===== src/l2_defs.svh =====
// Width and depth macros for the L2 store path, included by the package and every RTL module
`ifndef L2_DEFS_SVH
`define L2_DEFS_SVH

// Core store word and physical address
`define L2_WORD_W      32
`define L2_PADDR_W     32
`define L2_WORD_BYTES  (`L2_WORD_W / 8)

// Cache line built from core words
`define L2_LINE_WORDS  4
`define L2_LINE_W      (`L2_WORD_W * `L2_LINE_WORDS)
`define L2_LINE_BYTES  (`L2_LINE_W / 8)

// Request tags and write buffer depth
`define L2_TAG_W       2
`define L2_BUF_DEPTH   4

`endif


===== src/l2_pkg.sv =====
// Shared struct and enum types of the store path, referenced as l2_pkg::name
`include "l2_defs.svh"

package l2_pkg;

    // L2 command code, the store path only ever sends WRITE
    typedef enum logic {
        WRITE = 1'b0,
        READ  = 1'b1
    } mem_cmd_t;

    // One buffered line, address is line aligned
    typedef struct packed {
        logic [`L2_PADDR_W-1:0]    addr;
        logic [`L2_LINE_W-1:0]     data;
        logic [`L2_LINE_BYTES-1:0] be;
    } line_entry_t;

    // ------------------------------
    // L2 request payload
    // ------------------------------
    typedef struct packed {
        mem_cmd_t                  cmd;
        logic [`L2_PADDR_W-1:0]    addr;
        logic [`L2_LINE_W-1:0]     data;
        logic [`L2_LINE_BYTES-1:0] byte_en;
    } l2_req_t;

    // Snoop answer, zero byte enable on a miss
    typedef struct packed {
        logic [`L2_LINE_W-1:0]     data;
        logic [`L2_LINE_BYTES-1:0] be;
    } snoop_resp_t;

endpackage


===== src/store_packer.sv =====
// Store packer: merges core word stores into one open line and pushes finished lines
`timescale 1ns/1ps
`include "l2_defs.svh"

module store_packer (
    input  logic                        i_clk,
    input  logic                        i_rst_n,
    input  logic                        i_st_valid,
    input  logic [`L2_PADDR_W-1:0]      i_st_addr,
    input  logic [`L2_WORD_W-1:0]       i_st_data,
    input  logic [`L2_WORD_BYTES-1:0]   i_st_be,
    input  logic                        i_flush,
    input  logic                        i_buf_full,
    output logic                        o_push,
    output l2_pkg::line_entry_t         o_push_entry,
    output logic                        o_st_busy
);

    localparam int WORD_B = `L2_WORD_BYTES;
    localparam int BOFF_W = $clog2(WORD_B);
    localparam int IDX_W  = $clog2(`L2_LINE_WORDS);
    localparam int OFF_W  = BOFF_W + IDX_W;

    logic                   r_open;
    logic                   r_push;
    l2_pkg::line_entry_t    r_line;
    l2_pkg::line_entry_t    r_push_entry;

    logic                   w_st_accept;
    logic                   w_fl_accept;
    logic [`L2_PADDR_W-1:0] w_st_line;
    logic                   w_same_line;
    logic [IDX_W-1:0]       w_word_idx;
    l2_pkg::line_entry_t    w_merged;
    logic                   w_push_next;
    logic                   w_open_next;
    l2_pkg::line_entry_t    w_line_next;
    l2_pkg::line_entry_t    w_entry_next;

    // A pending push may fill the buffer, so hold the core off for it too
    assign o_st_busy    = i_buf_full || r_push;
    assign o_push       = r_push;
    assign o_push_entry = r_push_entry;

    assign w_st_accept = i_st_valid && !o_st_busy;
    assign w_fl_accept = i_flush && !o_st_busy;
    assign w_st_line   = {i_st_addr[`L2_PADDR_W-1:OFF_W], {OFF_W{1'b0}}};
    assign w_same_line = r_open && (r_line.addr == w_st_line);
    assign w_word_idx  = i_st_addr[BOFF_W +: IDX_W];

    // ------------------------------
    // Byte merge into the open line
    // ------------------------------
    always_comb begin
        w_merged      = w_same_line ? r_line : '0;
        w_merged.addr = w_st_line;
        for (int b = 0; b < WORD_B; b++) begin
            if (i_st_be[b]) begin
                w_merged.data[(w_word_idx * WORD_B + b) * 8 +: 8] = i_st_data[b * 8 +: 8];
                w_merged.be[w_word_idx * WORD_B + b]               = 1'b1;
            end
        end
    end

    // Flush rules
    always_comb begin
        w_push_next  = 1'b0;
        w_open_next  = r_open;
        w_line_next  = r_line;
        w_entry_next = r_push_entry;
        if (w_st_accept) begin
            w_line_next = w_merged;
            w_open_next = 1'b1;
            if (r_open && !w_same_line) begin
                // Old line goes out, the new one stays open
                w_push_next  = 1'b1;
                w_entry_next = r_line;
            end else if ((&w_merged.be) || w_fl_accept) begin
                w_push_next  = 1'b1;
                w_entry_next = w_merged;
                w_open_next  = 1'b0;
            end
        end else if (w_fl_accept && r_open) begin
            w_push_next  = 1'b1;
            w_entry_next = r_line;
            w_open_next  = 1'b0;
        end
    end

    always_ff @(posedge i_clk or negedge i_rst_n) begin
        if (!i_rst_n) begin
            r_open <= 1'b0;
            r_push <= 1'b0;
        end else begin
            r_open <= w_open_next;
            r_push <= w_push_next;
        end
    end

    always_ff @(posedge i_clk) begin
        r_line       <= w_line_next;
        r_push_entry <= w_entry_next;
    end

    // Core honours busy, otherwise a store or flush would be dropped
    a_no_strobe_when_busy : assert property (
        @(posedge i_clk) disable iff (!i_rst_n)
        o_st_busy |-> !(i_st_valid || i_flush)
    ) else $error("store packer strobed while busy");

endmodule


===== src/write_buffer.sv =====
// Write buffer: four-entry FIFO of finished lines with a registered snoop lookup
`timescale 1ns/1ps
`include "l2_defs.svh"

module write_buffer (
    input  logic                    i_clk,
    input  logic                    i_rst_n,
    input  logic                    i_push,
    input  l2_pkg::line_entry_t     i_push_entry,
    input  logic                    i_pop,
    input  logic                    i_snoop_valid,
    input  logic [`L2_PADDR_W-1:0]  i_snoop_paddr,
    output logic                    o_full,
    output logic                    o_not_empty,
    output l2_pkg::line_entry_t     o_head,
    output logic                    o_snoop_valid,
    output l2_pkg::snoop_resp_t     o_snoop_resp
);

    localparam int DEPTH  = `L2_BUF_DEPTH;
    localparam int PTR_W  = $clog2(DEPTH);
    localparam int LINE_B = `L2_LINE_BYTES;
    localparam int OFF_W  = $clog2(LINE_B);

    l2_pkg::line_entry_t    r_mem [DEPTH];
    logic [PTR_W-1:0]       r_wr_ptr;
    logic [PTR_W-1:0]       r_rd_ptr;
    logic [PTR_W:0]         r_count;
    logic                   r_snoop_valid;
    l2_pkg::snoop_resp_t    r_snoop_resp;

    logic [`L2_PADDR_W-1:0] w_snoop_line;
    logic [PTR_W-1:0]       w_slot;
    l2_pkg::snoop_resp_t    w_snoop_merge;

    assign o_full        = (r_count == DEPTH[PTR_W:0]);
    assign o_not_empty   = (r_count != '0);
    assign o_head        = r_mem[r_rd_ptr];
    assign o_snoop_valid = r_snoop_valid;
    assign o_snoop_resp  = r_snoop_resp;

    // ------------------------------
    // FIFO pointers
    // ------------------------------
    always_ff @(posedge i_clk or negedge i_rst_n) begin
        if (!i_rst_n) begin
            r_wr_ptr <= '0;
            r_rd_ptr <= '0;
            r_count  <= '0;
        end else begin
            if (i_push) r_wr_ptr <= r_wr_ptr + 1'b1;
            if (i_pop) r_rd_ptr <= r_rd_ptr + 1'b1;
            r_count <= r_count + {{PTR_W{1'b0}}, i_push} - {{PTR_W{1'b0}}, i_pop};
        end
    end

    always_ff @(posedge i_clk) begin
        if (i_push) r_mem[r_wr_ptr] <= i_push_entry;
    end

    // Walk from the head so younger bytes overwrite older ones
    assign w_snoop_line = {i_snoop_paddr[`L2_PADDR_W-1:OFF_W], {OFF_W{1'b0}}};

    always_comb begin
        w_snoop_merge = '0;
        w_slot        = r_rd_ptr;
        for (int k = 0; k < DEPTH; k++) begin
            w_slot = r_rd_ptr + PTR_W'(k);
            if ((k < int'(r_count)) && (r_mem[w_slot].addr == w_snoop_line)) begin
                for (int b = 0; b < LINE_B; b++) begin
                    if (r_mem[w_slot].be[b]) begin
                        w_snoop_merge.data[b * 8 +: 8] = r_mem[w_slot].data[b * 8 +: 8];
                        w_snoop_merge.be[b]            = 1'b1;
                    end
                end
            end
        end
    end

    always_ff @(posedge i_clk or negedge i_rst_n) begin
        if (!i_rst_n) r_snoop_valid <= 1'b0;
        else r_snoop_valid <= i_snoop_valid;
    end

    always_ff @(posedge i_clk) begin
        r_snoop_resp <= w_snoop_merge;
    end

    a_no_push_full : assert property (
        @(posedge i_clk) disable iff (!i_rst_n) i_push |-> !o_full
    ) else $error("write buffer pushed while full");

    a_no_pop_empty : assert property (
        @(posedge i_clk) disable iff (!i_rst_n) i_pop |-> o_not_empty
    ) else $error("write buffer popped while empty");

endmodule


===== src/l2_req_issuer.sv =====
// L2 request issuer: sends buffered lines as tagged write requests and retires tags on response
`timescale 1ns/1ps
`include "l2_defs.svh"

module l2_req_issuer (
    input  logic                    i_clk,
    input  logic                    i_rst_n,
    input  logic                    i_not_empty,
    input  l2_pkg::line_entry_t     i_head,
    input  logic                    i_l2_req_ready,
    input  logic                    i_l2_resp_valid,
    input  logic [`L2_TAG_W-1:0]    i_l2_resp_tag,
    output logic                    o_pop,
    output logic                    o_l2_req_valid,
    output l2_pkg::l2_req_t         o_l2_req,
    output logic [`L2_TAG_W-1:0]    o_l2_req_tag,
    output logic                    o_l2_resp_ready
);

    localparam int TAG_W = `L2_TAG_W;
    localparam int TAGS  = 1 << TAG_W;

    logic [TAGS-1:0]  r_tag_busy;
    logic [TAG_W-1:0] r_tag_ptr;
    logic             r_req_valid;
    l2_pkg::l2_req_t  r_req;
    logic [TAG_W-1:0] r_req_tag;

    logic             w_tag_found;
    logic [TAG_W-1:0] w_tag_sel;
    logic [TAG_W-1:0] w_cand;
    logic             w_load;
    logic             w_accept;
    logic             w_resp_fire;
    logic [TAGS-1:0]  w_set_mask;
    logic [TAGS-1:0]  w_clr_mask;

    assign o_l2_req_valid  = r_req_valid;
    assign o_l2_req        = r_req;
    assign o_l2_req_tag    = r_req_tag;
    assign o_l2_resp_ready = |r_tag_busy;

    // Entry leaves the buffer only once L2 has taken it
    assign w_accept    = r_req_valid && i_l2_req_ready;
    assign o_pop       = w_accept;
    assign w_load      = !r_req_valid && i_not_empty && w_tag_found;
    assign w_resp_fire = i_l2_resp_valid && o_l2_resp_ready;

    // ------------------------------
    // Rotating free tag search
    // ------------------------------
    always_comb begin
        w_tag_found = 1'b0;
        w_tag_sel   = r_tag_ptr;
        w_cand      = r_tag_ptr;
        for (int k = 0; k < TAGS; k++) begin
            w_cand = r_tag_ptr + TAG_W'(k);
            if (!w_tag_found && !r_tag_busy[w_cand]) begin
                w_tag_found = 1'b1;
                w_tag_sel   = w_cand;
            end
        end
    end

    assign w_set_mask = w_accept ? (TAGS'(1) << r_req_tag) : '0;
    assign w_clr_mask = w_resp_fire ? (TAGS'(1) << i_l2_resp_tag) : '0;

    always_ff @(posedge i_clk or negedge i_rst_n) begin
        if (!i_rst_n) begin
            r_tag_busy  <= '0;
            r_tag_ptr   <= '0;
            r_req_valid <= 1'b0;
        end else begin
            r_tag_busy <= (r_tag_busy | w_set_mask) & ~w_clr_mask;
            if (w_load) begin
                r_req_valid <= 1'b1;
                r_tag_ptr   <= w_tag_sel + 1'b1;
            end else if (w_accept) begin
                r_req_valid <= 1'b0;
            end
        end
    end

    // Request payload, stable while waiting for ready
    always_ff @(posedge i_clk) begin
        if (w_load) begin
            r_req.cmd     <= l2_pkg::WRITE;
            r_req.addr    <= i_head.addr;
            r_req.data    <= i_head.data;
            r_req.byte_en <= i_head.be;
            r_req_tag     <= w_tag_sel;
        end
    end

    a_resp_tag_busy : assert property (
        @(posedge i_clk) disable iff (!i_rst_n)
        i_l2_resp_valid |-> r_tag_busy[i_l2_resp_tag]
    ) else $error("L2 response for a tag that is not outstanding");

endmodule


===== src/l2_subsystem_wrapper.sv =====
// Store path top level with flat core, snoop and L2 ports around packer, buffer and issuer
`timescale 1ns/1ps
`include "l2_defs.svh"

module l2_subsystem_wrapper (
    input  logic                        i_clk,
    input  logic                        i_rst_n,

    // Core stores
    input  logic                        i_st_valid,
    input  logic [`L2_PADDR_W-1:0]      i_st_addr,
    input  logic [`L2_WORD_W-1:0]       i_st_data,
    input  logic [`L2_WORD_BYTES-1:0]   i_st_be,
    input  logic                        i_flush,
    output logic                        o_st_busy,

    // L2 request and response
    output logic                        o_l2_req_valid,
    output l2_pkg::mem_cmd_t            o_l2_req_cmd,
    output logic [`L2_PADDR_W-1:0]      o_l2_req_addr,
    output logic [`L2_TAG_W-1:0]        o_l2_req_tag,
    output logic [`L2_LINE_W-1:0]       o_l2_req_data,
    output logic [`L2_LINE_BYTES-1:0]   o_l2_req_byte_en,
    input  logic                        i_l2_req_ready,
    input  logic                        i_l2_resp_valid,
    input  logic [`L2_TAG_W-1:0]        i_l2_resp_tag,
    output logic                        o_l2_resp_ready,

    // Snoop
    input  logic                        i_snoop_req_valid,
    input  logic [`L2_PADDR_W-1:0]      i_snoop_req_paddr,
    output logic                        o_snoop_resp_valid,
    output logic [`L2_LINE_W-1:0]       o_snoop_resp_data,
    output logic [`L2_LINE_BYTES-1:0]   o_snoop_resp_be
);

    logic                w_push;
    l2_pkg::line_entry_t w_push_entry;
    logic                w_buf_full;
    logic                w_not_empty;
    l2_pkg::line_entry_t w_head;
    logic                w_pop;
    l2_pkg::l2_req_t     w_l2_req;
    l2_pkg::snoop_resp_t w_snoop_resp;

    // ------------------------------
    // Flat port split
    // ------------------------------
    assign o_l2_req_cmd      = w_l2_req.cmd;
    assign o_l2_req_addr     = w_l2_req.addr;
    assign o_l2_req_data     = w_l2_req.data;
    assign o_l2_req_byte_en  = w_l2_req.byte_en;
    assign o_snoop_resp_data = w_snoop_resp.data;
    assign o_snoop_resp_be   = w_snoop_resp.be;

    store_packer u_store_packer (
        .i_clk        (i_clk),
        .i_rst_n      (i_rst_n),
        .i_st_valid   (i_st_valid),
        .i_st_addr    (i_st_addr),
        .i_st_data    (i_st_data),
        .i_st_be      (i_st_be),
        .i_flush      (i_flush),
        .i_buf_full   (w_buf_full),
        .o_push       (w_push),
        .o_push_entry (w_push_entry),
        .o_st_busy    (o_st_busy)
    );

    write_buffer u_write_buffer (
        .i_clk         (i_clk),
        .i_rst_n       (i_rst_n),
        .i_push        (w_push),
        .i_push_entry  (w_push_entry),
        .i_pop         (w_pop),
        .i_snoop_valid (i_snoop_req_valid),
        .i_snoop_paddr (i_snoop_req_paddr),
        .o_full        (w_buf_full),
        .o_not_empty   (w_not_empty),
        .o_head        (w_head),
        .o_snoop_valid (o_snoop_resp_valid),
        .o_snoop_resp  (w_snoop_resp)
    );

    l2_req_issuer u_l2_req_issuer (
        .i_clk           (i_clk),
        .i_rst_n         (i_rst_n),
        .i_not_empty     (w_not_empty),
        .i_head          (w_head),
        .i_l2_req_ready  (i_l2_req_ready),
        .i_l2_resp_valid (i_l2_resp_valid),
        .i_l2_resp_tag   (i_l2_resp_tag),
        .o_pop           (w_pop),
        .o_l2_req_valid  (o_l2_req_valid),
        .o_l2_req        (w_l2_req),
        .o_l2_req_tag    (o_l2_req_tag),
        .o_l2_resp_ready (o_l2_resp_ready)
    );

endmodule


===== config.mk =====
export PLATFORM = sky130hd
export DESIGN_NAME = l2_subsystem_wrapper
export DESIGN_NICKNAME = d
export VERILOG_FILES = /design/src/l2_pkg.sv /design/src/store_packer.sv /design/src/write_buffer.sv /design/src/l2_req_issuer.sv /design/src/l2_subsystem_wrapper.sv
export VERILOG_INCLUDE_DIRS = /design/src /design/src/src
export SDC_FILE = /design/constraint.sdc
export NUM_CORES = 2
export LEC_CHECK = 0
export BUFFER_PORTS_ARGS = -buffer_cell sky130_fd_sc_hd__buf_2
export CORE_ASPECT_RATIO = 0.6
export CORE_MARGIN = 8
export CORE_UTILIZATION = 30
export DETAILED_ROUTE_END_ITERATION = 16
export SYNTH_ARGS = -nofsm -noshare
export SYNTH_HDL_FRONTEND = slang
export SYNTH_HIERARCHICAL = 1
export SYNTH_SLANG_ARGS = --single-unit
export TNS_END_PERCENT = 100

===== constraint.sdc =====
create_clock -name i_clk -period 9.64 [get_ports i_clk]
set_clock_uncertainty 0.2 [all_clocks]
set_input_delay 0.964 -clock i_clk [delete_from_list [all_inputs] [get_ports i_clk]]
set_output_delay 0.964 -clock i_clk [all_outputs]
set_load 0.01 [all_outputs]

==> metrics.cfg <==
[run_status]
outcome=completed

[placed_design]
dp.cells=8639
port_buffers=428
gp_congestion=0.9271
dpl.hpwl_um=169000

[worst_setup_path]
slowest_delay_ns=0.92
crit_chain=buf_4 > mux2i_1 > a22o_1 > a2111oi_0 > o2111ai_1 > a21oi_4 > buf_4 > and2_4 > buf_4 > nand2_1 > a31oi_1
required_ns=10.12
critPathArrivalTime_ns=6.87
reg2reg_from=u_write_buffer/r_rd_ptr[1]
start_kind=register
cp_slowest_cell=and2_4
cp_max_fo=54
critPathLaunch=u_write_buffer/r_rd_ptr[1]
setup.worst_path.class=reg2reg
crit_path_frequent_cell=buf_4
cp-end-kind=register

[cells_and_area]
final_common_cell=edfxtp_1
final_cell_count_no_fill=8928
final_util_pct=34.68
nets=5881
area_growth_pct=14.84
mostFrequentLayoutCells=1,226 x edfxtp_1, 534 x mux2i_1, 428 x buf_2
n_fill_cell=22020
drive_gt1_share_pct=20.88

[sta]
setup_violations=0
totalNegativeSetupSlack_ns=0
holdWs_ns=0.08622
rsz0062_at_grt=no
fin_crit_ns=6.383
max_freq_mhz=156.7
hold_violations=0
worst_pin_slew_ns=1.386
layout_worst_path_cycle_share_pct=66.21
relSlewSlack_pct=6.998
maxSlewViolCount=0

[floorplanning]
floorplan.initialDensity_pct=30.20
coreArea_um2=229200
die_h_um=388.1
die_w_um=636.1
ios=436
rows=136
dieArea_um2=246900

[drt]
wl_per_cell_um=27.36
drt_wl_total_um=244300
viasPerCell=5.593
ant_nets=0
drcViolationCount=0
num_vias=49930
firstDrtPassIters=8
drt_iter0_drc=5689

[worst_hold_path]
hp-class=in2reg
min-delay-start=i_snoop_req_valid

[clocking]
root_buffer=clkbuf_16
cts_setup_buffers=0
path_clk_slew_ns=0.07
insertion_delay_ns=0.81
cts_buffers=151
htreeDepth=4
clockBufferDepth=4
clock-sinks=1387
ctsResizeCount=0
cts_tree=built

[synth]
seq_area_frac_synth_pct=57.96
synth.distinct_cells=92
syn_area_um2=69220
syn_avg_cell_area_um2=12.66
synth-seq-cells=1387
synth_edf_count=1226
syn-instance-count=5467
synth_flop_cell=edfxtp_1
ys.warnings.count=6
synthArstFlopShare_pct=1.226

[global_route]
grt_start_max_net_pins=182
track_usage_pct=18.74
grt_pass1_vias=47170
overflow=0
antenna_found_initial=46
grt_pass1_wl_um=345200

[pwr]
cellLeakagePower_nw=27.51
power_density_nw_per_um2=327.0
ir_drop_v=0.0001660

[run]
maxCapViolations=0

-- per-layer routing --
| layer | track usage (%) | part of all wire [%] |
|---|---|---|
| met4 | 7.459 | 4.5 |
| met2 | 27.71 | 42 |
| met3 | 5.264 | 10 |
| met1 | 25.83 | 43 |
| met5 | 0 | 0.085 |
-- worst max-delay path, delay by kind of cell (launching register included) --
kind                   cells  cell delay [ns]
AND/OR/NAND/NOR            2             1.04
AO/OA/AOI/OAI              5             1.61
buffers and inverters      3             2.03
multiplexers               1             0.30
flip-flops                 1             0.89
-- layout make-up --
| class | instances | area (µm²) | area share (%) |
|---|---|---|---|
| Timing Repair Buffer | 566 | 3266 | 4.108 |
| Inverter | 39 | 158.9 | 0.1999 |
| Sequential cell | 1387 | 40130 | 50.48 |
| Clock inverter | 63 | 755.7 | 0.9506 |
| Clock buffer | 200 | 4262 | 5.361 |
| Multi-Input combinational cell | 3613 | 27070 | 34.05 |
| Antenna cell | 24 | 60.06 | 0.07555 |
| Tap cell | 3036 | 3799 | 4.778 |
-- logic make-up (layout without fill, tap and decap cells) --
| kind of cell | Yosys count | count (layout) | share of synthesized area, % |
|---|---|---|---|
| flops | 1387 | 1387 | 57.96 |
| other cells | 2 | 29 | 0.01085 |
| buf+inv | 470 | 868 | 3.154 |
| compound gates | 1214 | 1214 | 12.40 |
| simple gates | 1304 | 1304 | 9.347 |
| fa+ha+maj | 14 | 14 | 0.2639 |
| xor+xnor | 122 | 122 | 1.544 |
| mux | 954 | 954 | 15.32 |
-- path summary, 6_finish.rpt --
check                                                       end  slack (ns)  cells after the start
worst max-delay path            u_write_buffer/o_snoop_resp[89]        3.26                     11
worst min-delay path               u_write_buffer/o_snoop_valid        0.09                      1
worst max register to register  u_write_buffer/o_snoop_resp[89]        3.26                     11
worst min register to register      u_write_buffer/r_mem[3][49]        0.29                      0
max in group asynchronous            u_write_buffer/r_rd_ptr[1]        8.43                      2
min in group asynchronous         u_l2_req_issuer/r_tag_busy[1]        0.44                      2
-- state kept, by name, indices dropped and copies added, names as in the netlist, 2 cells and up --
register	flops
u_store_packer/o_push_entry	172
u_store_packer/r_line	172
u_l2_req_issuer/o_l2_req_tag	2
u_write_buffer/r_wr_ptr	2
u_write_buffer/o_snoop_resp	144
u_write_buffer/r_rd_ptr	2
u_l2_req_issuer/r_tag_ptr	2
u_write_buffer/r_mem	704
u_l2_req_issuer/o_l2_req	176
u_write_buffer/r_count	3
u_l2_req_issuer/r_tag_busy	4
-- metrics by stage --
step	area, µm²	power (mW)	setup slack [ns]
after global routing	79440	27.16	3.045
final	79500	25.99	3.257
after CTS	79430	26.04	3.399
after floorplan	69230	16.70	2.132
after global placement	74400	19.81	2.949
after detailed placement	74400	20.04	2.839
-- synth_stat cells (10+ instances only) --
| master | instances | area, µm² |
|---|---|---|
| a211oi_1 | 11 | 82.58 |
| a21oi_1 | 311 | 1556 |
| a221oi_1 | 14 | 122.6 |
| a22o_1 | 130 | 1139 |
| a22oi_1 | 14 | 105.1 |
| a2bb2oi_1 | 11 | 96.34 |
| a311oi_1 | 66 | 578.1 |
| a31oi_1 | 123 | 769.5 |
| and2_1 | 107 | 669.4 |
| and3_1 | 39 | 244.0 |
| buf_1 | 35 | 131.4 |
| buf_2 | 130 | 650.6 |
| buf_4 | 36 | 270.3 |
| buf_6 | 14 | 157.7 |
| clkbuf_1 | 215 | 807.0 |
| dfrtp_1 | 17 | 425.4 |
| dfxtp_1 | 144 | 2883 |
| edfxtp_1 | 1226 | 36820 |
| ha_1 | 13 | 162.7 |
| inv_1 | 39 | 146.4 |
| mux2_1 | 41 | 461.7 |
| mux2_2 | 330 | 3716 |
| mux2i_1 | 534 | 5345 |
| mux4_2 | 44 | 991.0 |
| nand2_1 | 320 | 1201 |
| nand2b_1 | 11 | 68.82 |
| nand3_1 | 277 | 1386 |
| nand4_1 | 17 | 106.4 |
| nor2_1 | 159 | 596.8 |
| nor2b_1 | 92 | 575.6 |
| nor3_1 | 208 | 1041 |
| nor4_1 | 28 | 175.2 |
| o211ai_1 | 134 | 1006 |
| o21ai_0 | 38 | 190.2 |
| o22a_1 | 10 | 87.58 |
| o22ai_1 | 19 | 118.9 |
| o31ai_1 | 262 | 1967 |
| xnor2_1 | 55 | 481.7 |
| xor2_1 | 67 | 586.8 |
-- what timing repair did --
item	4_1_cts	5_1_grt
endpoints found under the hold margin	17	0
endpoints found under the setup margin	0	0
hold buffers	1	0
-- power by group --
part	total [mW]	internal, mW	switching, mW
Sequential	10.2	8.97	1.22
Combinational	9.85	3.34	6.51
Clock	5.96	3.50	2.46
Total	26.0	15.8	10.2
Note: power is estimated with default switching activity, not from simulation.
